### config.mk
export PLATFORM = sky130hd
export DESIGN_NAME = rename_stage
export DESIGN_NICKNAME = d
export VERILOG_FILES = /design/src/source/rename_pkg.sv /design/src/source/rename_stage.sv /design/src/source/retire_map.sv /design/src/source/rename_map.sv /design/src/source/free_list.sv
export SDC_FILE = /design/constraint.sdc
export NUM_CORES = 1
export LEC_CHECK = 0
export ABC_AREA = 1
export BUFFER_PORTS_ARGS = -buffer_cell sky130_fd_sc_hd__buf_2
export CAP_MARGIN = 25
export CORE_MARGIN = 3
export CORE_UTILIZATION = 50
export CTS_CLUSTER_DIAMETER = 200
export DETAILED_ROUTE_END_ITERATION = 6
export HOLD_SLACK_MARGIN = 0.03
export PLACE_DENSITY = 0.72
export SLEW_MARGIN = 20
export SYNTH_ARGS = -nofsm -noshare
export SYNTH_HDL_FRONTEND = slang
export SYNTH_SLANG_ARGS = --single-unit
### constraint.sdc
create_clock -name clk -period 4.29 [get_ports clk]
set_clock_uncertainty 0.1 [all_clocks]
set_input_delay 0.6435 -clock clk [delete_from_list [all_inputs] [get_ports clk]]
set_output_delay 0.6435 -clock clk [all_outputs]
set_load 0.02 [all_outputs]
### src/source/rename_pkg.sv
package rename_pkg;

    // widths of the two index spaces
    localparam int ARCH_REG_W = 5;  // x0..x31
    localparam int PHYS_TAG_W = 6;  // enough for 64 physical regs

    // architectural register index
    typedef logic [ARCH_REG_W-1:0] arch_reg_t;

    // physical register tag
    typedef logic [PHYS_TAG_W-1:0] phys_tag_t;

    // fields of one instruction to rename
    typedef struct packed {
        arch_reg_t rs1;  // first source
        arch_reg_t rs2;  // second source
        arch_reg_t rd;   // destination
    } rename_req_t;

    // rename result, valid in the request cycle
    typedef struct packed {
        phys_tag_t src1_tag;  // current mapping of rs1
        phys_tag_t src2_tag;  // current mapping of rs2
        phys_tag_t dst_tag;   // newly allocated tag for rd
        phys_tag_t old_tag;   // tag rd held before this rename
    } rename_rsp_t;

    // one retiring destination
    typedef struct packed {
        arch_reg_t rd;   // committed destination
        phys_tag_t tag;  // tag allocated to rd at rename
    } commit_t;

endpackage
### src/source/rename_stage.sv
module rename_stage #(
    parameter int NUM_ARCH = 32,
    parameter int NUM_PHYS = 64
) (
    input  logic                    clk,
    input  logic                    rst,
    input  logic                    rename_valid,
    input  rename_pkg::rename_req_t rename_req,
    output rename_pkg::rename_rsp_t rename_rsp,
    output logic                    rename_stall,
    input  logic                    commit_valid,
    input  rename_pkg::commit_t     commit,
    output logic                    release_overflow
);

    // free tags are whatever the architectural set does not hold at reset
    localparam int DEPTH = NUM_PHYS - NUM_ARCH;

    logic                  rd_nonzero;
    logic                  alloc;
    logic                  fl_empty;
    rename_pkg::phys_tag_t alloc_tag;
    rename_pkg::phys_tag_t map_old_tag;
    logic                  release_en;
    rename_pkg::phys_tag_t release_tag;

    assign rd_nonzero = (rename_req.rd != '0);

    // stall only when a real destination finds no free tag
    assign rename_stall = rename_valid && rd_nonzero && fl_empty;
    assign alloc        = rename_valid && rd_nonzero && !fl_empty;

    // x0 bypass, no tag taken and nothing reported as old
    assign rename_rsp.dst_tag = rd_nonzero ? alloc_tag : '0;
    assign rename_rsp.old_tag = rd_nonzero ? map_old_tag : '0;

    rename_map #(
        .NUM_ARCH (NUM_ARCH)
    ) i_rename_map (
        .clk       (clk),
        .rst       (rst),
        .rs1       (rename_req.rs1),
        .rs2       (rename_req.rs2),
        .rd        (rename_req.rd),
        .src1_tag  (rename_rsp.src1_tag),
        .src2_tag  (rename_rsp.src2_tag),
        .old_tag   (map_old_tag),
        .write     (alloc),      // map written only when a tag is taken
        .write_tag (alloc_tag)
    );

    free_list #(
        .DEPTH (DEPTH)
    ) i_free_list (
        .clk         (clk),
        .rst         (rst),
        .alloc       (alloc),
        .alloc_tag   (alloc_tag),
        .release_en  (release_en),
        .release_tag (release_tag),
        .empty       (fl_empty),
        .overflow    (release_overflow)
    );

    // commit path, retired mapping frees the tag it replaces
    retire_map #(
        .NUM_ARCH (NUM_ARCH)
    ) i_retire_map (
        .clk          (clk),
        .rst          (rst),
        .commit_valid (commit_valid),
        .commit       (commit),
        .release_en   (release_en),
        .release_tag  (release_tag)
    );

endmodule

### src/source/retire_map.sv
module retire_map #(
    parameter int NUM_ARCH = 32
) (
    input  logic                  clk,
    input  logic                  rst,
    input  logic                  commit_valid,
    input  rename_pkg::commit_t   commit,
    output logic                  release_en,   // a tag goes back to the free list
    output rename_pkg::phys_tag_t release_tag   // tag the committed rd held
);

    // architectural state as of the last commit
    rename_pkg::phys_tag_t map_q [NUM_ARCH];

    // x0 never frees anything
    assign release_en  = commit_valid && (commit.rd != '0);
    assign release_tag = map_q[commit.rd];  // previous committed mapping

    always_ff @(posedge clk)
    begin
        if (rst)
        begin
            for (int i = 0; i < NUM_ARCH; i++)
            begin
                map_q[i] <= rename_pkg::phys_tag_t'(i);  // identity after reset
            end
        end
        else if (release_en)
        begin
            map_q[commit.rd] <= commit.tag;  // new tag becomes committed
        end
    end

endmodule

### src/source/rename_map.sv
module rename_map #(
    parameter int NUM_ARCH = 32
) (
    input  logic                  clk,
    input  logic                  rst,
    input  rename_pkg::arch_reg_t rs1,
    input  rename_pkg::arch_reg_t rs2,
    input  rename_pkg::arch_reg_t rd,
    output rename_pkg::phys_tag_t src1_tag,
    output rename_pkg::phys_tag_t src2_tag,
    output rename_pkg::phys_tag_t old_tag,
    input  logic                  write,      // allocation for rd this cycle
    input  rename_pkg::phys_tag_t write_tag   // newly allocated tag
);

    // speculative arch -> phys table
    rename_pkg::phys_tag_t map_q [NUM_ARCH];

    logic write_ok;

    // x0 entry is never overwritten
    assign write_ok = write && (rd != '0);

    // three asynchronous read ports, from current state
    assign src1_tag = map_q[rs1];
    assign src2_tag = map_q[rs2];
    assign old_tag  = map_q[rd];  // mapping that rd is about to lose

    always_ff @(posedge clk)
    begin
        if (rst)
        begin
            // identity mapping, xN -> tag N
            for (int i = 0; i < NUM_ARCH; i++)
            begin
                map_q[i] <= rename_pkg::phys_tag_t'(i);
            end
        end
        else if (write_ok)
        begin
            map_q[rd] <= write_tag;  // seen by sources next cycle
        end
    end

endmodule

### src/source/free_list.sv
module free_list #(
    parameter int DEPTH = 32
) (
    input  logic                 clk,
    input  logic                 rst,
    input  logic                 alloc,        // take the head tag this cycle
    output rename_pkg::phys_tag_t alloc_tag,    // head tag, combinational
    input  logic                 release_en,   // return a tag this cycle
    input  rename_pkg::phys_tag_t release_tag,
    output logic                 empty,
    output logic                 overflow      // sticky, release seen while full
);

    localparam int IDX_W = $clog2(DEPTH);

    // pointers carry one extra wrap bit above the index
    logic [IDX_W:0] head_q;
    logic [IDX_W:0] tail_q;

    rename_pkg::phys_tag_t mem [DEPTH];  // circular tag storage

    logic full;
    logic alloc_ok;    // allocate actually served
    logic release_ok;  // release actually stored

    // advance a pointer by one, wrapping at DEPTH and flipping the wrap bit
    // handles depths that are not a power of two
    function automatic logic [IDX_W:0] ptr_inc(input logic [IDX_W:0] ptr);
        logic [IDX_W:0] nxt;
        nxt = ptr;
        if (ptr[IDX_W-1:0] == IDX_W'(DEPTH - 1))
        begin
            nxt[IDX_W-1:0] = '0;
            nxt[IDX_W]     = ~ptr[IDX_W];  // lap completed
        end
        else
        begin
            nxt[IDX_W-1:0] = ptr[IDX_W-1:0] + 1'b1;
        end
        return nxt;
    endfunction

    // same index: wrap bits tell full from empty
    assign empty = (head_q[IDX_W-1:0] == tail_q[IDX_W-1:0])
                && (head_q[IDX_W] == tail_q[IDX_W]);
    assign full  = (head_q[IDX_W-1:0] == tail_q[IDX_W-1:0])
                && (head_q[IDX_W] != tail_q[IDX_W]);

    assign alloc_ok   = alloc && !empty;
    assign release_ok = release_en && !full;  // dropped when no room

    assign alloc_tag = mem[head_q[IDX_W-1:0]];  // head presented every cycle

    // pointers and sticky flag
    always_ff @(posedge clk)
    begin
        if (rst)
        begin
            head_q   <= '0;
            tail_q   <= {1'b1, {IDX_W{1'b0}}};  // one lap ahead, list full
            overflow <= 1'b0;
        end
        else
        begin
            if (alloc_ok)
            begin
                head_q <= ptr_inc(head_q);
            end
            if (release_ok)
            begin
                tail_q <= ptr_inc(tail_q);
            end
            if (release_en && full)
            begin
                overflow <= 1'b1;  // stays set until reset
            end
        end
    end

    // storage, preloaded with the tags above the architectural range
    always_ff @(posedge clk)
    begin
        if (rst)
        begin
            for (int i = 0; i < DEPTH; i++)
            begin
                mem[i] <= rename_pkg::phys_tag_t'(DEPTH + i);  // ascending order
            end
        end
        else if (release_ok)
        begin
            mem[tail_q[IDX_W-1:0]] <= release_tag;  // freed tag goes to tail
        end
    end

endmodule

---- Word level (Yosys, flattened, before mapping) ----
Memory sizes are Yosys's and may differ from the RTL's. A register that Yosys moved wholly into a read port is not among the register bits.
Index checks and enable logic that the tools add are counted.
operators by class
  add/sub/neg operators ................... 2
  equality and inequality tests ........... 5
  multiplexer cells ....................... 26
  bitwise gates (word level) .............. 2
  reductions and logical operators ........ 19
operators by type and width
  operator               count
  $mux W5                7
  $mux W6                5
  $reduce_or A6 Y1       3
  $mux W1                14
  $add A5 B1 Y5 const B  2
  $eq A5 B5 Y1 const B   2
  $logic_and A1 B1 Y1    10
  $reduce_bool A5 Y1     2
  $eq A5 B5 Y1           1
  $reduce_and A2 Y1      2
  $logic_not A1 Y1       2
  $not A1 Y1             2
  $eq A1 B1 Y1           1
  $ne A1 B1 Y1           1
word-level totals
  register bits after elaboration ......... 13
  RAM bits ................................ 576
  input port bits ......................... 30
  word-level logic and storage cells ...... 62
  memories ................................ 3
memories
  memory              words  bits a word  rd ports  clocked after Yosys merged registers in  write ports  RTL line          text
  i_free_list.mem     32     6            1         1                                        32           free_list.sv:20   rename_pkg::phys_tag_t mem [DEPTH];
  i_rename_map.map_q  32     6            3         0                                        32           rename_map.sv:17  rename_pkg::phys_tag_t map_q [NUM_ARCH];
  i_retire_map.map_q  32     6            1         0                                        32           retire_map.sv:13  rename_pkg::phys_tag_t map_q [NUM_ARCH];

---- Logic depth before layout (Yosys ltp) ----
Gate-level depths: netlist (run 1).
  word-level depth ........................ 10
  mapped depth ............................ 13
  mapped depth without buffers ............ 11

---- Cells and area by module ----
Synthesis (run 1) repeated with hierarchy kept, for this count alone.
second synthesis, totals
  cells, all modules ...................... 4069
  area total of the unflattened synthesis .. 32562.5 sq um
modules (own cells, without submodules)
  module        times used  cells an instance  area each (sq um)
  rename_map    1           1796               12791.0
  free_list     1           1156               10182.3
  retire_map    1           1084               9449.1
  rename_stage  1           33                 140.1

---- Worst setup path after synthesis (run 1) ----
Ideal clock, no wire load.
  kind .................................... input -> output
  start ................................... input rename_req[0] in the netlist's numbering
  end ..................................... output rename_rsp[1] in the netlist's numbering
  arrival time ............................ 2.036 ns
  path slack .............................. 1.510 ns
  stages on the path ...................... 9
  path through ............................ nor2_1 > clkbuf_1 > clkbuf_1 > a22oi_1 > nand2_1 > nand2_1 > nand2_1 > nor2_1 > a21oi_1
RTL lines
  item             RTL line           text
  start, declared  rename_stage.sv:8  input rename_pkg::rename_req_t rename_req,
  end, declared    rename_stage.sv:9  output rename_pkg::rename_rsp_t rename_rsp,

==> results of run 1 <==
worst min-delay path by stage:
stage | endpoint | startpoint | slack [ns]
global route | i_rename_map.map_q[0][0] | rst | 0.39
CTS | i_rename_map.map_q[0][5] | rst | 0.36
floorplan | i_free_list.head_q[5] | i_free_list.head_q[5] | 0.36
global placement | i_free_list.overflow | i_free_list.overflow | 0.36
finish | i_free_list.overflow | i_free_list.overflow | 0.39
detailed placement | i_free_list.overflow | i_free_list.overflow | 0.35
layout by cell type, fill, tap and decap left out, types with 2 or more instances in the layout:
master / Yosys / routed
nand2_1: 1398 / 1398
edfxtp_1: 576 / 576
nand3_1: 325 / 325
nor2_1: 324 / 319
inv_1: 193 / 192
a21oi_1: 181 / 181
o21ai_0: 136 / 136
nand4_1: 95 / 95
o211ai_1: 84 / 84
buf_4: 2 / 77
clkbuf_16: 0 / 60
buf_2: 71 / 55
a22oi_1: 30 / 30
nor3_1: 29 / 29
clkinv_1: 12 / 18
dfxtp_1: 18 / 16
clkbuf_1: 152 / 16
conb_1: 1 / 12
nor2_2: 9 / 10
inv_2: 7 / 9
ha_1: 7 / 7
clkinv_2: 0 / 7
buf_12: 0 / 7
bufinv_16: 0 / 6
o21ai_4: 0 / 5
clkbuf_8: 0 / 5
nor2_4: 0 / 4
clkinvlp_4: 0 / 4
nand2_2: 2 / 2
xnor2_1: 2 / 2
xor2_1: 2 / 2
inv_6: 0 / 2
power groups by stage:
stage,logic (W),registers (W),clock network [W]
after global placement,0.00177,0.00676,0
after floorplan,0.00112,0.00672,0
after CTS,0.00180,0.00664,0.00529
after detailed placement,0.00179,0.00676,0
final,0.00185,0.00664,0.00525
after global routing,0.00198,0.00666,0.00551
layout make-up:
cell class,instances,area share
Timing Repair Buffer,141,0.03039
Multi-Input combinational cell,2645,0.3419
Inverter,212,0.02341
Sequential cell,594,0.5180
Clock buffer,81,0.04782
Clock inverter,29,0.009651
Tap cell,782,0.02870
Antenna cell,1,0.00007339
routing by layer:
metal / wire length [um] / GRT usage / vias to the layer above
li1: - / - / 12336
met1: 35590 / 0.3809 / 12391
met2: 42940 / 0.4631 / 1736
met3: 11010 / 0.05436 / 340
met4: 4787 / 0.1404 / 4
met5: 31 / 0 / -
logic make-up (layout without fill, tap and decap cells):
group	Yosys count	in the layout	synth area share
buf+inv	456	463	0.05880
fa+ha+maj	7	7	0.002825
simple gates	2184	2184	0.2877
xor+xnor	4	4	0.001130
compound gates	438	438	0.07998
flops	594	594	0.5695
other cells	1	13	0.0001209
sequential cells by signal, summed over array words and instances, names as in the netlist, named ones only:
name / count
i_free_list.head_q: 6
i_free_list.mem: 192
i_free_list.overflow: 1
i_free_list.tail_q: 6
i_rename_map.map_q: 192
i_retire_map.map_q: 192
critical path: stages (launching register included):
cell and delay (ns):
dfxtp_4 0.44, inv_2 0.42, buf_4 0.36, nand2_1 0.08, nand3_1 0.08, nand3_1 0.11
a21oi_1 0.41, o21ai_4 0.15, nor2_1 0.16, buf_2 0.19
per-stage QoR:
stage	util	cell area [um^2]
2_1_floorplan	-	31050
3_3_place_gp	0.5277	32090
3_5_place_dp	0.5280	32110
4_1_cts	0.5602	34070
5_1_grt	0.5607	34090
6_report	0.5607	34100
==> summary.log, run 1 <==
INFO  drt            vias_per_cell=5.977
INFO  synthesis      synth.largest_area_cell=edfxtp_1
INFO  timing         post_route_clock_period_utilization=0.8936
INFO  synthesis      asyncSetResetFlopFracSynth=0
INFO  synthesis      ys.warnings.count=0
INFO  floorplanning  starting_density_of_the_core=0.5099
INFO  clocking       cts_hold_repair.buffers=0
INFO  global_routing grt_usage=0.2889
INFO  clocking       ctsRootBufferMaster=clkbuf_16
INFO  clocking       post-cts-setup-buffers=0
INFO  synthesis      netlist.area_leader.share=0.5579
INFO  worst_setup_path worstPathRequired=3.55ns
INFO  floorplanning  io-pin-count=56
INFO  timing         fin_worst_hold_slack=0.3875ns
INFO  clocking       tritoncts.num_buffers=60
INFO  global_routing first_pass_grt_wire_length=143700um
INFO  global_routing grt_overflow_total=0
INFO  worst_setup_path critPathKind=reg2out
INFO  global_routing grt_pass1_vias=25122
INFO  layout         area_growth=9.968%
INFO  worst_setup_path setup.worst_path.start_class=flip-flop
INFO  floorplanning  core_area=0.06081mm^2
INFO  clocking       clock_insertion_delay_worst_skew=0.64ns
INFO  worst_setup_path regToRegEndpoint=i_rename_map.map_q[2][2]
INFO  drt            vias=26807
INFO  floorplanning  fp-row-count=90
INFO  place          io_buffer_count=55
INFO  timing         layout_setup_ws=0.4565ns
INFO  layout         share_of_post_route_cells_with_drive_strength_above_1=0.07104
INFO  clocking       ctsResizeCount=0
INFO  clocking       cts_tree=built
INFO  layout         regArea=0.01766mm^2
INFO  synthesis      synth_commonest_cells=nand2_1 (1398), edfxtp_1 (576), nand3_1 (325)
INFO  power_and_ir_drop power.switching_fraction=0.2723
INFO  drt            detail_route.drc_violations=0
INFO  power_and_ir_drop comb_power_share=0.135
INFO  drt            detail_route.wirelength=94360um
INFO  synthesis      synth_enable_flop_cells=576
INFO  clocking       cts_num_sinks=594
INFO  power_and_ir_drop ir_drop=331.1uV
INFO  power_and_ir_drop design_power_total=0.01375W
INFO  synthesis      synth_seq_cells=594
INFO  floorplanning  dieHeight=255.0um
INFO  synthesis      synthFlopType=edfxtp_1
INFO  run            drv.max_cap_violation_count=0
INFO  drt            number_of_antenna_violating_nets_in_the_routed_design=0
INFO  worst_hold_path min_delay_path_depth=1
INFO  timing         setup_total_negative_slack=0ns
INFO  floorplanning  die_width=255.0um
INFO  clocking       ctsHtreeMaxLevel=2
INFO  synthesis      post-synth-top-count-cell=nand2_1
INFO  synthesis      ys_seq_area_frac=0.5695
INFO  floorplanning  dieArea=0.06503mm^2
INFO  layout         number_of_nets_in_the_finished_design=3691
INFO  timing         unrepaired_setup_endpoints_after_global_routing=no
INFO  power_and_ir_drop power_switching=0.003744W
INFO  power_and_ir_drop seq_power_share=0.483
INFO  drt            detail_route.iter0.violations=3721
INFO  synthesis      post_synth_main_area_contributors=edfxtp_1 (56%), nand2_1 (17%), nand3_1 (5.2%), nor2_1 (3.9%), a21oi_1 (2.9%)
INFO  place          routabilityCongestion=0.9667
INFO  layout         final_cell_count_no_fill=4485
INFO  clocking       clk_pin_slew_worst_paths=0.06ns
INFO  power_and_ir_drop intPower=0.01000W
INFO  power_and_ir_drop power_density=403.2mW/mm^2
INFO  layout         multi_input_area=0.01166mm^2
INFO  worst_setup_path crit_path_end_kind=primary output
INFO  power_and_ir_drop power_frac_clock=0.382
INFO  layout         nFillCells=5352
INFO  drt            detailedRoute.firstPassIterationCount=7
INFO  power_and_ir_drop total_leakage_power=13.25nW
INFO  synthesis      syn_area_per_cell=8.416um^2
INFO  synthesis      synthDistinctLibCells=29
INFO  timing         timing_worst_slew_pin_value=0.9616ns
INFO  place          place_hpwl=62050um
INFO  timing         timing.final.crit_period=3.833ns
INFO  worst_setup_path regToRegStartpoint=i_free_list.tail_q[2]
INFO  worst_hold_path hold_path.class=reg2reg
INFO  global_routing grt_antenna_before_repair=2
INFO  timing         timing_max_transition_violations_final=0
INFO  drt            average_wire_per_standard_cell=21.04um
INFO  worst_setup_path worst-path-max-fanout=29
INFO  worst_setup_path cp.arrival=3.09ns
INFO  timing         clock.fmax=260.9MHz
INFO  worst_setup_path setup_crit_end=rename_rsp[6]
INFO  place          cell_count_after_placement=4373
INFO  timing         timing.final.hold_violations=0
INFO  synthesis      synth_cells=3684
INFO  timing         final_setup_violations=0
INFO  synthesis      post_synthesis_instance_area=0.03100mm^2
INFO  global_routing grt_max_degree=109
INFO  worst_setup_path timing.reg2reg.worst_path_depth=10
INFO  run_status     run_status=finished clean
INFO  worst_setup_path r2r_slack=1.12ns
INFO  clocking       cts-root-to-sink-buffers=3
INFO  place          detailedPlace.worstSlack=0.9499ns
INFO  timing         timing.max_slew.rel_slack=0.3583
Power figures use the tool's default switching activity.
==> run 2: changes to the inputs <==
--- a/config.mk
+++ b/config.mk
@@ -10,6 +10,7 @@
 export CAP_MARGIN = 25
 export CORE_MARGIN = 3
 export CORE_UTILIZATION = 50
+export CTS_BUF_LIST = sky130_fd_sc_hd__clkbuf_2
 export CTS_CLUSTER_DIAMETER = 200
 export DETAILED_ROUTE_END_ITERATION = 6
 export HOLD_SLACK_MARGIN = 0.03
==> summary.log, run 2 (synthesis gave the netlist of run 1 again) <==
INFO  worst_setup_path regToRegStartpoint=i_free_list.tail_q[2]
INFO  power_and_ir_drop design_power_total=0.01230W
INFO  run            drv.max_cap_violation_count=0
INFO  clocking       tritoncts.num_buffers=146
INFO  drt            detail_route.wirelength=95690um
INFO  timing         timing_max_transition_violations_final=0
INFO  worst_setup_path worst-path-max-fanout=10
INFO  clocking       cts_tree=built
INFO  global_routing grt_antenna_before_repair=3
INFO  place          detailed_place.area=0.03211mm^2
INFO  layout         most_common_library_cell_in_the_layout_ignoring_fill_and_taps=nand2_1
INFO  drt            vias=27458
INFO  clocking       clk_pin_slew_worst_paths=0.12ns
INFO  place          routabilityCongestion=0.9667
INFO  worst_setup_path critical_path_buf_inv_count=6
INFO  timing         unrepaired_setup_endpoints_after_global_routing=no
INFO  worst_setup_path setup_crit_end=rename_rsp[1]
INFO  worst_hold_path hold_path.class=in2reg
INFO  floorplanning  io-pin-count=56
INFO  drt            number_of_antenna_violating_nets_in_the_routed_design=0
INFO  layout         share_of_post_route_cells_with_drive_strength_above_1=0.1045
INFO  layout         layout_top_registers=i_free_list.mem: 192 flops, i_rename_map.map_q: 192 flops, i_retire_map.map_q: 192 flops
INFO  worst_setup_path regToRegEndpoint=i_rename_map.map_q[3][4]
INFO  worst_setup_path timing.reg2reg.worst_path_depth=11
INFO  floorplanning  core_area=0.06081mm^2
INFO  worst_setup_path setup.worst_path.start_class=input port
INFO  timing         final_setup_violations=0
INFO  drt            routed.top_layer=met5
INFO  drt            detailedRoute.firstPassIterationCount=7
INFO  layout         number_of_nets_in_the_finished_design=3807
INFO  power_and_ir_drop ir_drop=219.7uV
INFO  clocking       ctsHtreeMaxLevel=4
INFO  worst_setup_path cp.arrival=3.42ns
INFO  timing         setup_total_negative_slack=0ns
INFO  clocking       cts_num_sinks=594
INFO  worst_setup_path launch_point_of_the_critical_path=rename_req[4]
INFO  layout         area_growth=8.987%
INFO  place          detailedPlace.worstSlack=0.9499ns
INFO  global_routing grt_overflow_total=0
INFO  floorplanning  fp-row-count=90
INFO  floorplanning  die_width=255.0um
INFO  worst_setup_path critPathKind=in2out
INFO  global_routing grt_usage=0.2944
INFO  timing         timing.final.crit_period=4.160ns
INFO  timing         layout_setup_ws=0.1303ns
INFO  worst_setup_path crit_path_slowest_cell=dlygate4sd3_1
INFO  floorplanning  starting_density_of_the_core=0.5099
INFO  timing         fin_worst_hold_slack=0.3081ns
INFO  worst_setup_path crit_path_max_incr_delay=0.56ns
INFO  timing         timing.final.hold_violations=0
INFO  layout         final_cell_mix=nand2_1 (1398), edfxtp_1 (576), nand3_1 (325)
INFO  power_and_ir_drop power_density=363.9mW/mm^2
INFO  floorplanning  dieHeight=255.0um
INFO  drt            detail_route_met2_wl=43380um
INFO  global_routing first_pass_grt_wire_length=145400um
INFO  place          place_hpwl=62050um
INFO  worst_setup_path crit_path_end_kind=primary output
INFO  power_and_ir_drop total_leakage_power=13.42nW
INFO  layout         final_cell_area=0.03379mm^2
INFO  worst_setup_path worstPathRequired=3.55ns
INFO  global_routing grt_pass1_vias=26092
INFO  drt            vias_per_cell=5.901
INFO  global_routing grt_max_degree=109
INFO  place          io_buffer_count=55
INFO  drt            detail_route.drc_violations=2
INFO  clocking       ctsRootBufferMaster=clkbuf_2
INFO  clocking       cts-root-to-sink-buffers=3
INFO  run_status     failed_checks=DRC
INFO  worst_setup_path critical-path-top-delay-family=buffers and inverters
INFO  timing         clock.fmax=240.4MHz
INFO  floorplanning  dieArea=0.06503mm^2
INFO  timing         post_route_clock_period_utilization=0.9696
INFO  drt            average_wire_per_standard_cell=20.57um
INFO  drt            detail_route.iter0.violations=3653
INFO  drt            drt-met1-wl=35810um
INFO  timing         timing_worst_slew_pin_value=0.9717ns
INFO  clocking       clock_insertion_delay_worst_skew=1.31ns
INFO  worst_setup_path r2r_slack=1.34ns
INFO  worst_setup_path cell_depth_of_the_worst_setup_path=12
INFO  timing         timing.max_slew.rel_slack=0.3515
INFO  drt            met3_length=11530um
INFO  run_status     run_status=finished, violations left
INFO  worst_setup_path worstPathCellList=dlygate4sd3_1 -> buf_2 -> inv_1 -> nor2_1 -> dlygate4sd3_1 -> nand2_1 -> clkinvlp_4 -> o21ai_0 -> nand2_1 -> nor2_1 -> a21oi_1 -> buf_2
[run 2: cell types whose count changed in the layout (fill, tap and decap cells not counted), moves of 5 or more]
| cell | before | now |
|---|---|---|
| clkbuf_1 | 16 | 0 |
| clkbuf_16 | 60 | 0 |
| buf_6 | 0 | 5 |
| clkinv_1 | 18 | 32 |
| dlygate4sd3_1 | 0 | 28 |
| clkbuf_8 | 5 | 0 |
| clkbuf_2 | 0 | 206 |
[run 2: area by class of cell]
type	count	area, um^2
Antenna cell	5	12.51
Clock buffer	206	1031
Clock inverter	38	271.5
Fill cell	5476	27020
Inverter	212	809.5
Multi-Input combinational cell	2645	11670
Sequential cell	594	17660
Tap cell	782	978.4
Timing Repair Buffer	171	1358
[run 2: tightest hold or removal path: stages]
cell and delay, ns:
dlygate4sd3_1 0.52, buf_2 0.09, inv_1 0.22, nand2_1 0.14
[run 2: repair_timing]
item,4_1_cts,5_1_grt
pin swaps,1,0
setup endpoints to repair,7,8
buffers inserted,1,1
hold buffers,28,0
gates resized for setup,7,7
endpoints found under the hold margin,326,0
[run 2: routing by layer]
metal	vias to the layer above	GRT usage
li1	12638	-
met1	12630	0.3805
met2	1835	0.4629
met3	353	0.06453
met4	2	0.1663
met5	-	0
[run 2: worst min-delay path by stage]
stage                                     start                        end  slack (ns)  cells past startpoint
final                                 commit[4]  i_retire_map.map_q[19][4]        0.31                      4
after global routing                        rst   i_rename_map.map_q[0][3]        0.24                      2
after CTS                                   rst   i_rename_map.map_q[0][3]        0.14                      2
after detailed placement   i_free_list.overflow       i_free_list.overflow        0.35                      1
after global placement     i_free_list.overflow       i_free_list.overflow        0.36                      1
after floorplan           i_free_list.head_q[5]      i_free_list.head_q[5]        0.36                      2
[run 2: power breakdown]
part	switching, W	internal [W]	leakage (nW)
Combinational	0.00142	0.000452	7.12
Sequential	0.0000958	0.00653	5.31
Clock	0.00227	0.00153	0.988
[run 2: per-stage QoR]
step | util | cells
after floorplan | - | 3695
after global placement | 0.5277 | 4372
after detailed placement | 0.5280 | 4373
after CTS | 0.5545 | 4646
after global routing | 0.5556 | 4651
final | 0.5557 | 4653
